[config.mk]
export PLATFORM = sky130hd
export DESIGN_NAME = des_ofb_top
export DESIGN_NICKNAME = d
export VERILOG_FILES = /design/src/des_pkg.sv /design/src/des_ofb_top.sv /design/src/ofb_stream.sv /design/src/des_cipher.sv /design/src/des_key_schedule.sv /design/src/des_round.sv
export SDC_FILE = /design/constraint.sdc
export NUM_CORES = 1
export LEC_CHECK = 0
export BUFFER_PORTS_ARGS = -buffer_cell sky130_fd_sc_hd__buf_2
export CAP_MARGIN = 10
export CORE_UTILIZATION = 44
export CTS_BUF_LIST = sky130_fd_sc_hd__clkbuf_8
export CTS_CLUSTER_DIAMETER = 200
export DETAILED_ROUTE_END_ITERATION = 8
export HOLD_SLACK_MARGIN = 0.1
export PLACE_DENSITY = 0.76
export SYNTH_ARGS = -nofsm -noshare
export SYNTH_HDL_FRONTEND = slang
export SYNTH_SLANG_ARGS = --single-unit
[constraint.sdc]
create_clock -name CLK -period 4.7 [get_ports CLK]
set_input_delay 0.705 -clock CLK [delete_from_list [all_inputs] [get_ports CLK]]
set_output_delay 0.705 -clock CLK [all_outputs]
set_load 0.01 [all_outputs]
[src/des_pkg.sv]
`default_nettype none

package des_pkg;

  localparam int block_w    = 64;
  localparam int half_w     = 32;
  localparam int subkey_w   = 48;
  localparam int key_w      = 64;
  localparam int cd_w       = 28; // C and D key halves
  localparam int num_rounds = 16;
  localparam int round_w    = 5;
  localparam int byte_w     = 8;

  localparam int out_credits = 4;
  localparam int credit_w    = 3;

  // all permutation entries are 0-based, counted from the msb as in the DES standard
  localparam logic [5:0] ip_tab [64] = '{
    57, 49, 41, 33, 25, 17,  9,  1,
    59, 51, 43, 35, 27, 19, 11,  3,
    61, 53, 45, 37, 29, 21, 13,  5,
    63, 55, 47, 39, 31, 23, 15,  7,
    56, 48, 40, 32, 24, 16,  8,  0,
    58, 50, 42, 34, 26, 18, 10,  2,
    60, 52, 44, 36, 28, 20, 12,  4,
    62, 54, 46, 38, 30, 22, 14,  6
  };

  localparam logic [5:0] fp_tab [64] = '{
    39,  7, 47, 15, 55, 23, 63, 31,
    38,  6, 46, 14, 54, 22, 62, 30,
    37,  5, 45, 13, 53, 21, 61, 29,
    36,  4, 44, 12, 52, 20, 60, 28,
    35,  3, 43, 11, 51, 19, 59, 27,
    34,  2, 42, 10, 50, 18, 58, 26,
    33,  1, 41,  9, 49, 17, 57, 25,
    32,  0, 40,  8, 48, 16, 56, 24
  };

  localparam logic [5:0] e_tab [48] = '{
    31,  0,  1,  2,  3,  4,
     3,  4,  5,  6,  7,  8,
     7,  8,  9, 10, 11, 12,
    11, 12, 13, 14, 15, 16,
    15, 16, 17, 18, 19, 20,
    19, 20, 21, 22, 23, 24,
    23, 24, 25, 26, 27, 28,
    27, 28, 29, 30, 31,  0
  };

  localparam logic [5:0] p_tab [32] = '{
    15,  6, 19, 20, 28, 11, 27, 16,
     0, 14, 22, 25,  4, 17, 30,  9,
     1,  7, 23, 13, 31, 26,  2,  8,
    18, 12, 29,  5, 21, 10,  3, 24
  };

  localparam logic [5:0] pc1_tab [56] = '{
    56, 48, 40, 32, 24, 16,  8,
     0, 57, 49, 41, 33, 25, 17,
     9,  1, 58, 50, 42, 34, 26,
    18, 10,  2, 59, 51, 43, 35,
    62, 54, 46, 38, 30, 22, 14,
     6, 61, 53, 45, 37, 29, 21,
    13,  5, 60, 52, 44, 36, 28,
    20, 12,  4, 27, 19, 11,  3
  };

  localparam logic [5:0] pc2_tab [48] = '{
    13, 16, 10, 23,  0,  4,
     2, 27, 14,  5, 20,  9,
    22, 18, 11,  3, 25,  7,
    15,  6, 26, 19, 12,  1,
    40, 51, 30, 36, 46, 54,
    29, 39, 50, 44, 32, 47,
    43, 48, 38, 55, 33, 52,
    45, 41, 49, 35, 28, 31
  };

  localparam logic [1:0] shift_tab [16] = '{1, 1, 2, 2, 2, 2, 2, 2, 1, 2, 2, 2, 2, 2, 2, 1};

  // row-major, index is {outer bits, inner bits} of the six-bit group
  localparam logic [3:0] sbox_tab [8][64] = '{
    '{14,  4, 13,  1,  2, 15, 11,  8,  3, 10,  6, 12,  5,  9,  0,  7,
       0, 15,  7,  4, 14,  2, 13,  1, 10,  6, 12, 11,  9,  5,  3,  8,
       4,  1, 14,  8, 13,  6,  2, 11, 15, 12,  9,  7,  3, 10,  5,  0,
      15, 12,  8,  2,  4,  9,  1,  7,  5, 11,  3, 14, 10,  0,  6, 13},
    '{15,  1,  8, 14,  6, 11,  3,  4,  9,  7,  2, 13, 12,  0,  5, 10,
       3, 13,  4,  7, 15,  2,  8, 14, 12,  0,  1, 10,  6,  9, 11,  5,
       0, 14,  7, 11, 10,  4, 13,  1,  5,  8, 12,  6,  9,  3,  2, 15,
      13,  8, 10,  1,  3, 15,  4,  2, 11,  6,  7, 12,  0,  5, 14,  9},
    '{10,  0,  9, 14,  6,  3, 15,  5,  1, 13, 12,  7, 11,  4,  2,  8,
      13,  7,  0,  9,  3,  4,  6, 10,  2,  8,  5, 14, 12, 11, 15,  1,
      13,  6,  4,  9,  8, 15,  3,  0, 11,  1,  2, 12,  5, 10, 14,  7,
       1, 10, 13,  0,  6,  9,  8,  7,  4, 15, 14,  3, 11,  5,  2, 12},
    '{ 7, 13, 14,  3,  0,  6,  9, 10,  1,  2,  8,  5, 11, 12,  4, 15,
      13,  8, 11,  5,  6, 15,  0,  3,  4,  7,  2, 12,  1, 10, 14,  9,
      10,  6,  9,  0, 12, 11,  7, 13, 15,  1,  3, 14,  5,  2,  8,  4,
       3, 15,  0,  6, 10,  1, 13,  8,  9,  4,  5, 11, 12,  7,  2, 14},
    '{ 2, 12,  4,  1,  7, 10, 11,  6,  8,  5,  3, 15, 13,  0, 14,  9,
      14, 11,  2, 12,  4,  7, 13,  1,  5,  0, 15, 10,  3,  9,  8,  6,
       4,  2,  1, 11, 10, 13,  7,  8, 15,  9, 12,  5,  6,  3,  0, 14,
      11,  8, 12,  7,  1, 14,  2, 13,  6, 15,  0,  9, 10,  4,  5,  3},
    '{12,  1, 10, 15,  9,  2,  6,  8,  0, 13,  3,  4, 14,  7,  5, 11,
      10, 15,  4,  2,  7, 12,  9,  5,  6,  1, 13, 14,  0, 11,  3,  8,
       9, 14, 15,  5,  2,  8, 12,  3,  7,  0,  4, 10,  1, 13, 11,  6,
       4,  3,  2, 12,  9,  5, 15, 10, 11, 14,  1,  7,  6,  0,  8, 13},
    '{ 4, 11,  2, 14, 15,  0,  8, 13,  3, 12,  9,  7,  5, 10,  6,  1,
      13,  0, 11,  7,  4,  9,  1, 10, 14,  3,  5, 12,  2, 15,  8,  6,
       1,  4, 11, 13, 12,  3,  7, 14, 10, 15,  6,  8,  0,  5,  9,  2,
       6, 11, 13,  8,  1,  4, 10,  7,  9,  5,  0, 15, 14,  2,  3, 12},
    '{13,  2,  8,  4,  6, 15, 11,  1, 10,  9,  3, 14,  5,  0, 12,  7,
       1, 15, 13,  8, 10,  3,  7,  4, 12,  5,  6, 11,  0, 14,  9,  2,
       7, 11,  4,  1,  9, 12, 14,  2,  0,  6, 10, 13, 15,  3,  5,  8,
       2,  1, 14,  7,  4, 10,  8, 13, 15, 12,  9,  0,  3,  5,  6, 11}
  };

  typedef struct packed {
    logic [half_w-1:0] left;
    logic [half_w-1:0] right;
  } des_halves_t;

  // word view at the permutations, halves view inside the rounds
  typedef union packed {
    logic [block_w-1:0] word;
    des_halves_t        halves;
  } des_block_u;

  typedef struct packed {
    logic [key_w-1:0]   key;
    logic [block_w-1:0] iv;
  } ofb_cfg_t;

  typedef struct packed {
    logic              valid;
    logic [byte_w-1:0] data;
  } byte_beat_t;

endpackage

`default_nettype wire
[src/des_ofb_top.sv]
`default_nettype none

module des_ofb_top (
  input  logic                CLK,
  input  logic                RST,
  input  des_pkg::ofb_cfg_t   cfg,
  input  logic                cfg_load,
  input  des_pkg::byte_beat_t in_beat,
  input  logic                out_credit,
  output logic                in_credit,
  output des_pkg::byte_beat_t out_beat
);

  import des_pkg::*;

  des_block_u block;
  des_block_u result;
  logic       start;
  logic       done;

  ofb_stream ofb_stream_inst (
    .CLK        (CLK),
    .RST        (RST),
    .cfg_load   (cfg_load),
    .iv         (cfg.iv),
    .in_beat    (in_beat),
    .out_credit (out_credit),
    .done       (done),
    .result     (result),
    .in_credit  (in_credit),
    .out_beat   (out_beat),
    .start      (start),
    .block      (block)
  );

  des_cipher des_cipher_inst (
    .CLK    (CLK),
    .RST    (RST),
    .start  (start),
    .block  (block),
    .key    (cfg.key), // sampled by the key schedule on start
    .done   (done),
    .result (result)
  );

endmodule

`default_nettype wire

[src/ofb_stream.sv]
`default_nettype none

module ofb_stream (
  input  logic                        CLK,
  input  logic                        RST,
  input  logic                        cfg_load,
  input  logic [des_pkg::block_w-1:0] iv,
  input  des_pkg::byte_beat_t         in_beat,
  input  logic                        out_credit,
  input  logic                        done,
  input  des_pkg::des_block_u         result,
  output logic                        in_credit,
  output des_pkg::byte_beat_t         out_beat,
  output logic                        start,
  output des_pkg::des_block_u         block
);

  import des_pkg::*;

  des_block_u          fb_q;    // feedback register
  logic [byte_w-1:0]   ks_q;
  logic                ks_ready;
  logic [byte_w-1:0]   ct_q;    // one-byte ciphertext buffer
  logic                ct_valid;
  logic [credit_w-1:0] credit_q;
  logic [byte_w-1:0]   out_data_q;
  logic                out_valid_q;
  logic                start_q;
  logic                in_credit_q;
  logic                fire;

  assign fire = ks_ready && ct_valid && credit_q != '0;

  always_ff @(posedge CLK) begin
    if (cfg_load) begin
      fb_q.word <= iv;
    end else if (fire) begin
      fb_q.word <= {fb_q.word[block_w-byte_w-1:0], ks_q}; // keystream byte enters low end
    end
    if (done) ks_q <= result.word[block_w-1 -: byte_w];
    if (in_beat.valid) ct_q <= in_beat.data;
    if (fire) out_data_q <= ct_q ^ ks_q;
  end

  always_ff @(posedge CLK or negedge RST) begin
    if (!RST) begin
      start_q     <= 1'b0;
      in_credit_q <= 1'b0;
      out_valid_q <= 1'b0;
      ks_ready    <= 1'b0;
      ct_valid    <= 1'b0;
      credit_q    <= credit_w'(out_credits);
    end else begin
      start_q     <= cfg_load | fire;
      in_credit_q <= cfg_load | out_valid_q; // refill after the byte has left
      out_valid_q <= fire;

      if (cfg_load || fire) begin
        ks_ready <= 1'b0;
      end else if (done) begin
        ks_ready <= 1'b1;
      end

      if (cfg_load) begin
        ct_valid <= 1'b0;
      end else if (in_beat.valid) begin
        ct_valid <= 1'b1;
      end else if (fire) begin
        ct_valid <= 1'b0;
      end

      case ({fire, out_credit})
        2'b10:   credit_q <= credit_q - credit_w'(1);
        2'b01:   credit_q <= credit_q + credit_w'(1);
        default: credit_q <= credit_q;
      endcase
    end
  end

  assign start     = start_q;
  assign block     = fb_q;
  assign in_credit = in_credit_q;
  assign out_beat  = '{valid: out_valid_q, data: out_data_q};

  // sink cannot hand back a slot while all of them are here
  a_credit_bound: assert property (@(posedge CLK) disable iff (!RST)
    out_credit |-> credit_q != credit_w'(out_credits));

endmodule

`default_nettype wire

[src/des_cipher.sv]
`default_nettype none

module des_cipher (
  input  logic                      CLK,
  input  logic                      RST,
  input  logic                      start,
  input  des_pkg::des_block_u       block,
  input  logic [des_pkg::key_w-1:0] key,
  output logic                      done,
  output des_pkg::des_block_u       result
);

  import des_pkg::*;

  des_block_u          state_q;
  des_block_u          round_out;
  logic [block_w-1:0]  ip_word;
  logic [block_w-1:0]  preoutput;
  logic [block_w-1:0]  fp_word;
  logic [subkey_w-1:0] subkey;
  logic [round_w-1:0]  round_cnt;
  logic                busy;
  logic                last_round;

  des_key_schedule des_key_schedule_inst (
    .CLK    (CLK),
    .RST    (RST),
    .start  (start),
    .step   (busy),
    .key    (key),
    .subkey (subkey)
  );

  des_round des_round_inst (
    .half_in  (state_q),
    .subkey   (subkey),
    .half_out (round_out)
  );

  always_comb begin
    for (int i = 0; i < block_w; i++) begin
      ip_word[block_w-1-i] = block.word[block_w-1-ip_tab[i]];
    end
  end

  assign preoutput = {round_out.halves.right, round_out.halves.left}; // undo last swap

  always_comb begin
    for (int i = 0; i < block_w; i++) begin
      fp_word[block_w-1-i] = preoutput[block_w-1-fp_tab[i]];
    end
  end

  assign last_round = busy && round_cnt == round_w'(num_rounds - 1);

  always_ff @(posedge CLK) begin
    if (start) begin
      state_q.word <= ip_word;
    end else if (busy) begin
      state_q <= round_out;
    end
    if (last_round) result.word <= fp_word;
  end

  always_ff @(posedge CLK or negedge RST) begin
    if (!RST) begin
      busy      <= 1'b0;
      round_cnt <= '0;
      done      <= 1'b0;
    end else begin
      done <= last_round;
      if (start) begin
        busy      <= 1'b1;
        round_cnt <= '0;
      end else if (busy) begin
        round_cnt <= round_cnt + round_w'(1);
        if (last_round) busy <= 1'b0;
      end
    end
  end

  // one block in flight, the stream unit waits for done
  a_no_restart: assert property (@(posedge CLK) disable iff (!RST) start |-> !busy);

endmodule

`default_nettype wire

[src/des_key_schedule.sv]
`default_nettype none

module des_key_schedule (
  input  logic                         CLK,
  input  logic                         RST,
  input  logic                         start,
  input  logic                         step,
  input  logic [des_pkg::key_w-1:0]    key,
  output logic [des_pkg::subkey_w-1:0] subkey
);

  import des_pkg::*;

  logic [2*cd_w-1:0]  pc1_word;
  logic [cd_w-1:0]    c_q, d_q;
  logic [cd_w-1:0]    c_rot, d_rot;
  logic [2*cd_w-1:0]  cd_rot;
  logic [round_w-1:0] round_cnt; // steps taken since start
  logic               double_shift;

  always_comb begin
    for (int i = 0; i < 2*cd_w; i++) begin
      pc1_word[2*cd_w-1-i] = key[key_w-1-pc1_tab[i]];
    end
  end

  // rotation for the current round sits in front of pc2, so no extra cycle
  assign double_shift = shift_tab[round_cnt[round_w-2:0]] == 2'd2;
  assign c_rot = double_shift ? {c_q[cd_w-3:0], c_q[cd_w-1 -: 2]} : {c_q[cd_w-2:0], c_q[cd_w-1]};
  assign d_rot = double_shift ? {d_q[cd_w-3:0], d_q[cd_w-1 -: 2]} : {d_q[cd_w-2:0], d_q[cd_w-1]};
  assign cd_rot = {c_rot, d_rot};

  always_comb begin
    for (int i = 0; i < subkey_w; i++) begin
      subkey[subkey_w-1-i] = cd_rot[2*cd_w-1-pc2_tab[i]];
    end
  end

  always_ff @(posedge CLK) begin
    if (start) begin
      c_q <= pc1_word[2*cd_w-1 -: cd_w];
      d_q <= pc1_word[cd_w-1:0];
    end else if (step) begin
      c_q <= c_rot;
      d_q <= d_rot;
    end
  end

  always_ff @(posedge CLK or negedge RST) begin
    if (!RST) begin
      round_cnt <= '0;
    end else if (start) begin
      round_cnt <= '0;
    end else if (step) begin
      round_cnt <= round_cnt + round_w'(1);
    end
  end

  // the cipher must restart before asking for a seventeenth key
  a_step_in_range: assert property (@(posedge CLK) disable iff (!RST)
    step |-> round_cnt < round_w'(num_rounds));

endmodule

`default_nettype wire

[src/des_round.sv]
`default_nettype none

module des_round (
  input  des_pkg::des_block_u          half_in,
  input  logic [des_pkg::subkey_w-1:0] subkey,
  output des_pkg::des_block_u          half_out
);

  import des_pkg::*;

  logic [subkey_w-1:0] expanded;
  logic [subkey_w-1:0] mixed;
  logic [half_w-1:0]   substituted;
  logic [half_w-1:0]   f_out;
  logic [5:0]          group;

  always_comb begin
    for (int i = 0; i < subkey_w; i++) begin
      expanded[subkey_w-1-i] = half_in.halves.right[half_w-1-e_tab[i]];
    end
  end

  assign mixed = expanded ^ subkey;

  // eight six-bit groups, outer bits pick the row
  always_comb begin
    group = '0;
    for (int s = 0; s < 8; s++) begin
      group = mixed[subkey_w-1-6*s -: 6];
      substituted[half_w-1-4*s -: 4] = sbox_tab[s][{group[5], group[0], group[4:1]}];
    end
  end

  always_comb begin
    for (int i = 0; i < half_w; i++) begin
      f_out[half_w-1-i] = substituted[half_w-1-p_tab[i]];
    end
  end

  assign half_out.word = {half_in.halves.right, half_in.halves.left ^ f_out}; // swap

endmodule

`default_nettype wire

==> out/summary.txt <==
WORST SETUP PATH
--------------------------------------------------------------------------------
Category of the worst setup path capture point ....................     register
R2r worst-path depth ..............................................           16
Required time of the critical path ................................      5.02 ns
Setup slack of the worst register-to-register path ................      0.40 ns
CP Launch Type ....................................................     register
Kind of critical path .............................................      reg2reg
Largest fanout of any net on the critical path ....................           13
Crit path arrival time ............................................      4.62 ns

CLOCK NETWORK
--------------------------------------------------------------------------------
Maximum clock insertion buffer count ..............................            3
Skew-Pair Late Insertion Delay ....................................      0.58 ns
H-Tree Depth ......................................................            2
Clock root cell ................................................... sky130_fd_sc_hd__clkbuf_8
Clock transition at path regs .....................................      0.06 ns
Number of sinks on the clock net ..................................          235
Clock buffers created by TritonCTS ................................           43
CTS tree ..........................................................        built

ROUTE
--------------------------------------------------------------------------------
# DRC .............................................................            0
Routed vias .......................................................        15.1k
Routed Antenna Nets ...............................................            0
First-pass iteration count of the detailed router .................            6
First DRT Iteration DRCs ..........................................        1,802
Via density per instance ..........................................         6.18
DRT Wirelength ....................................................    52,800 µm
WL per Instance ...................................................      21.7 µm

YOSYS
--------------------------------------------------------------------------------
Top flip-flop cell by instance count after synthesis .............. sky130_fd_sc_hd__edfxtp_1
Fraction of the yosys area taken by sequential cells ..............        38.5%
Cell variety after synth ..........................................           92
Mean cell area of the mapped netlist ..............................     10.2 µm²
Synthesis Warnings ................................................            0
Count of flip-flops with a built-in enable after synthesis ........          216
Synthesized net count .............................................        1,963
Async S/R FF share, synth .........................................        8.09%
Synthesis-stage register bit count ................................          235
Post-synthesis instance area ......................................   18,100 µm²
Gate Count Post-Synth .............................................        1,766

STA
--------------------------------------------------------------------------------
RSZ-0062 raised after global routing ..............................           no
Final-report hold violation count .................................            0
Measured slew at the worst slew-check pin .........................      1.16 ns
Upper clock frequency limit .......................................      232 MHz
Time the worst path needs with I/O delays and setup ...............      4.30 ns
Slack of the critical path ........................................     0.399 ns
Max-slew violations ...............................................            0
Max transition margin .............................................        22.4%
Aggregate negative setup slack ....................................         0 ns
Final setup violation count .......................................            0
Crit share post-route .............................................        91.5%
Clock skew after layout ...........................................    0.0293 ns

PLACE
--------------------------------------------------------------------------------
Placed wire-length estimate after detailed placement ..............    37,600 µm
DP Cell Count .....................................................        2,352
Placer's final routability congestion estimate ....................        0.940
Post-placement setup slack ........................................     0.172 ns
Port Buffers ......................................................          142

CELLS AND AREA
--------------------------------------------------------------------------------
Final core occ ....................................................        50.2%
Number of non-filler instances in the completed layout ............        2,434
Share of layout cells above drive strength 1 ......................        23.5%
Layout Area Growth over Synthesis .................................        11.3%
Ant. Diodes .......................................................            0
Nets ..............................................................        2,072

FLOORPLAN
--------------------------------------------------------------------------------
Die height ........................................................       205 µm
Initial cell density of the core ..................................        45.1%
Standard-cell rows ................................................           73
Die width .........................................................       205 µm
Core area .........................................................   40,100 µm²
Number of primary I/O pins ........................................          151
Die Area ..........................................................   41,900 µm²

POWER
--------------------------------------------------------------------------------
Internal Pwr Total ................................................      7.27 mW
Sw Share ..........................................................        46.2%
Gate power share ..................................................        59.9%
Sequential group share of total power .............................        25.8%
Net switching power of the design .................................      6.24 mW
Maximum ir drop on the vdd rail ...................................       343 µV
Clock share of power ..............................................        14.3%
Pwr dens ..........................................................   672 nW/µm²
Standby leakage power .............................................      7.69 nW

GLOBAL ROUTING
--------------------------------------------------------------------------------
Most heavily used metal layer in global routing ...................         met2
Global-route track usage on met3 ..................................        3.67%
First-pass GRT wire length ........................................    81,200 µm
Met2 Resource Use GR ..............................................        39.1%
Global router's overall resource usage ............................        24.9%
Vias in the first global route ....................................        14.1k
Largest net degree at the start of global routing .................           83
Number of antenna violations at the first check in global routing .            0
Met1 GRT Util .....................................................        34.8%
Overall overflow remaining after global route .....................            0

MIN PATH
--------------------------------------------------------------------------------
Min-delay worst type ..............................................     in2async

RUN STATUS
--------------------------------------------------------------------------------
Result of the run ................................................. finished clean

RUN
--------------------------------------------------------------------------------
Max-cap check violation count .....................................            0

==> worst paths after layout <==
kind / start / to
min in group CLK: in_beat[7] / ofb_stream_inst.ct_q[7]$_DFFE_PP_
min reg2reg: des_cipher_inst.result[57]$_DFFE_PP_ / ofb_stream_inst.ks_q[1]$_DFFE_PP_
max: register / des_cipher_inst.state_q[24]$_DFFE_PP_
min: RST / des_cipher_inst.busy$_DFF_PN0_
max reg2reg: register / des_cipher_inst.state_q[24]$_DFFE_PP_
max in group asynchronous: RST / ofb_stream_inst.start$_DFF_PN0_
==> layout by cell type, fill, tap and decap left out, types with 55 or more instances in the layout <==
| cell | netlist | layout |
|---|---|---|
| sky130_fd_sc_hd__nor2_1 | 139 | 139 |
| sky130_fd_sc_hd__ha_1 | 55 | 55 |
| sky130_fd_sc_hd__buf_2 | 39 | 142 |
| sky130_fd_sc_hd__a21oi_1 | 88 | 88 |
| sky130_fd_sc_hd__buf_4 | 11 | 64 |
| sky130_fd_sc_hd__nor3b_1 | 80 | 80 |
| sky130_fd_sc_hd__edfxtp_1 | 216 | 216 |
| sky130_fd_sc_hd__nand2_1 | 109 | 108 |
| sky130_fd_sc_hd__mux2i_1 | 108 | 108 |
| sky130_fd_sc_hd__o21ai_0 | 62 | 62 |
| sky130_fd_sc_hd__mux2_2 | 119 | 119 |
| sky130_fd_sc_hd__inv_1 | 37 | 55 |
==> synth_stat cells (35+ instances only) <==
cell type	n	area share [%]
sky130_fd_sc_hd__inv_1	37	0.77
sky130_fd_sc_hd__nand2_1	109	2.3
sky130_fd_sc_hd__nor2_1	139	2.9
sky130_fd_sc_hd__edfxtp_1	216	36
sky130_fd_sc_hd__mux2i_1	108	6.0
sky130_fd_sc_hd__nor3b_1	80	3.3
sky130_fd_sc_hd__nand3_1	35	0.97
sky130_fd_sc_hd__o21ai_0	62	1.7
sky130_fd_sc_hd__nor3_1	36	1.0
sky130_fd_sc_hd__xor2_1	37	1.8
sky130_fd_sc_hd__buf_2	39	1.1
sky130_fd_sc_hd__ha_1	55	3.8
sky130_fd_sc_hd__mux2_2	119	7.4
sky130_fd_sc_hd__a21oi_1	88	2.4
sky130_fd_sc_hd__clkbuf_1	70	1.5
sky130_fd_sc_hd__xnor2_1	45	2.2
==> metal layers <==
layer  share of wire (%)  vias to the layer above
met5                   0                        -
met4                 3.3                        0
met3                 8.2                       96
met2                  46                      752
met1                  43                     7313
li1                    -                     6892
==> critical path, cell delays in order (launching register included) <==
cell and delay [ns]:
sky130_fd_sc_hd__dfrtp_1 0.45, sky130_fd_sc_hd__inv_1 0.07, sky130_fd_sc_hd__ha_1 0.20, sky130_fd_sc_hd__and2_1 0.20, sky130_fd_sc_hd__o31ai_4 0.39, sky130_fd_sc_hd__buf_4 0.21, sky130_fd_sc_hd__buf_12 0.12, sky130_fd_sc_hd__mux2i_2 0.38
sky130_fd_sc_hd__xnor2_4 0.25, sky130_fd_sc_hd__ha_1 0.39, sky130_fd_sc_hd__buf_4 0.20, sky130_fd_sc_hd__nand3_1 0.06, sky130_fd_sc_hd__o21ai_0 0.11, sky130_fd_sc_hd__o21ai_0 0.17, sky130_fd_sc_hd__o211ai_1 0.29, sky130_fd_sc_hd__xor2_1 0.27
sky130_fd_sc_hd__mux2_2 0.29
==> power by group through the flow <==
| stage | sequential [mW] | clock (mW) | combinational [mW] |
|---|---|---|---|
| after floorplan | 3.09 | 0 | 6.19 |
| after global placement | 3.48 | 0 | 7.73 |
| after detailed placement | 3.51 | 0 | 7.88 |
| after CTS | 3.48 | 1.96 | 7.94 |
| after global routing | 3.54 | 2.05 | 8.80 |
| final | 3.49 | 1.93 | 8.10 |
==> state kept, by name, indices dropped and copies added (netlist names) <==
name	flops
des_cipher_inst.state_q	64
ofb_stream_inst.ct_valid	1
ofb_stream_inst.out_data_q	8
des_cipher_inst.des_key_schedule_inst.d_q	28
des_cipher_inst.round_cnt	5
ofb_stream_inst.in_credit	1
ofb_stream_inst.credit_q	3
des_cipher_inst.busy	1
des_cipher_inst.done	1
ofb_stream_inst.ct_q	8
des_cipher_inst.result	8
ofb_stream_inst.start	1
des_cipher_inst.des_key_schedule_inst.c_q	28
ofb_stream_inst.ks_q	8
ofb_stream_inst.out_valid_q	1
ofb_stream_inst.block	64
ofb_stream_inst.ks_ready	1
des_cipher_inst.des_key_schedule_inst.round_cnt	4
==> timing repair <==
action                                  in CTS  in global routing
hold buffers                                 0                  0
endpoints found under the setup margin       0                  8
buffers inserted                             0                  3
resized for setup                            0                  1
==> layout make-up <==
cell class | count | area (µm²)
Sequential cell | 235 | 6970
Fill cell | 3562 | 20000
Multi-Input combinational cell | 1345 | 10300
Clock inverter | 36 | 228
Clock buffer | 43 | 592
Inverter | 42 | 160
Tap cell | 525 | 657
Timing Repair Buffer | 208 | 1230
==> logic make-up (layout without fill, tap and decap cells) <==
kind of cell	Yosys count	after routing	share of synthesized area, %
compound gates	387	387	14.6
flops	235	235	38.5
xor+xnor	98	98	5.67
buf+inv	186	329	4.71
mux	254	254	16.6
fa+ha+maj	57	57	3.97
simple gates	549	549	16.0
==> through the flow <==
step	cell area (µm²)	total power [mW]	hold WS, ns
floorplan	18100	9.27	0.400
global placement	19300	11.2	0.407
detailed placement	19300	11.4	0.416
CTS	20100	13.4	0.100
global route	20100	14.4	0.133
finish	20100	13.5	0.115
Power figures use the tool's default switching activity.
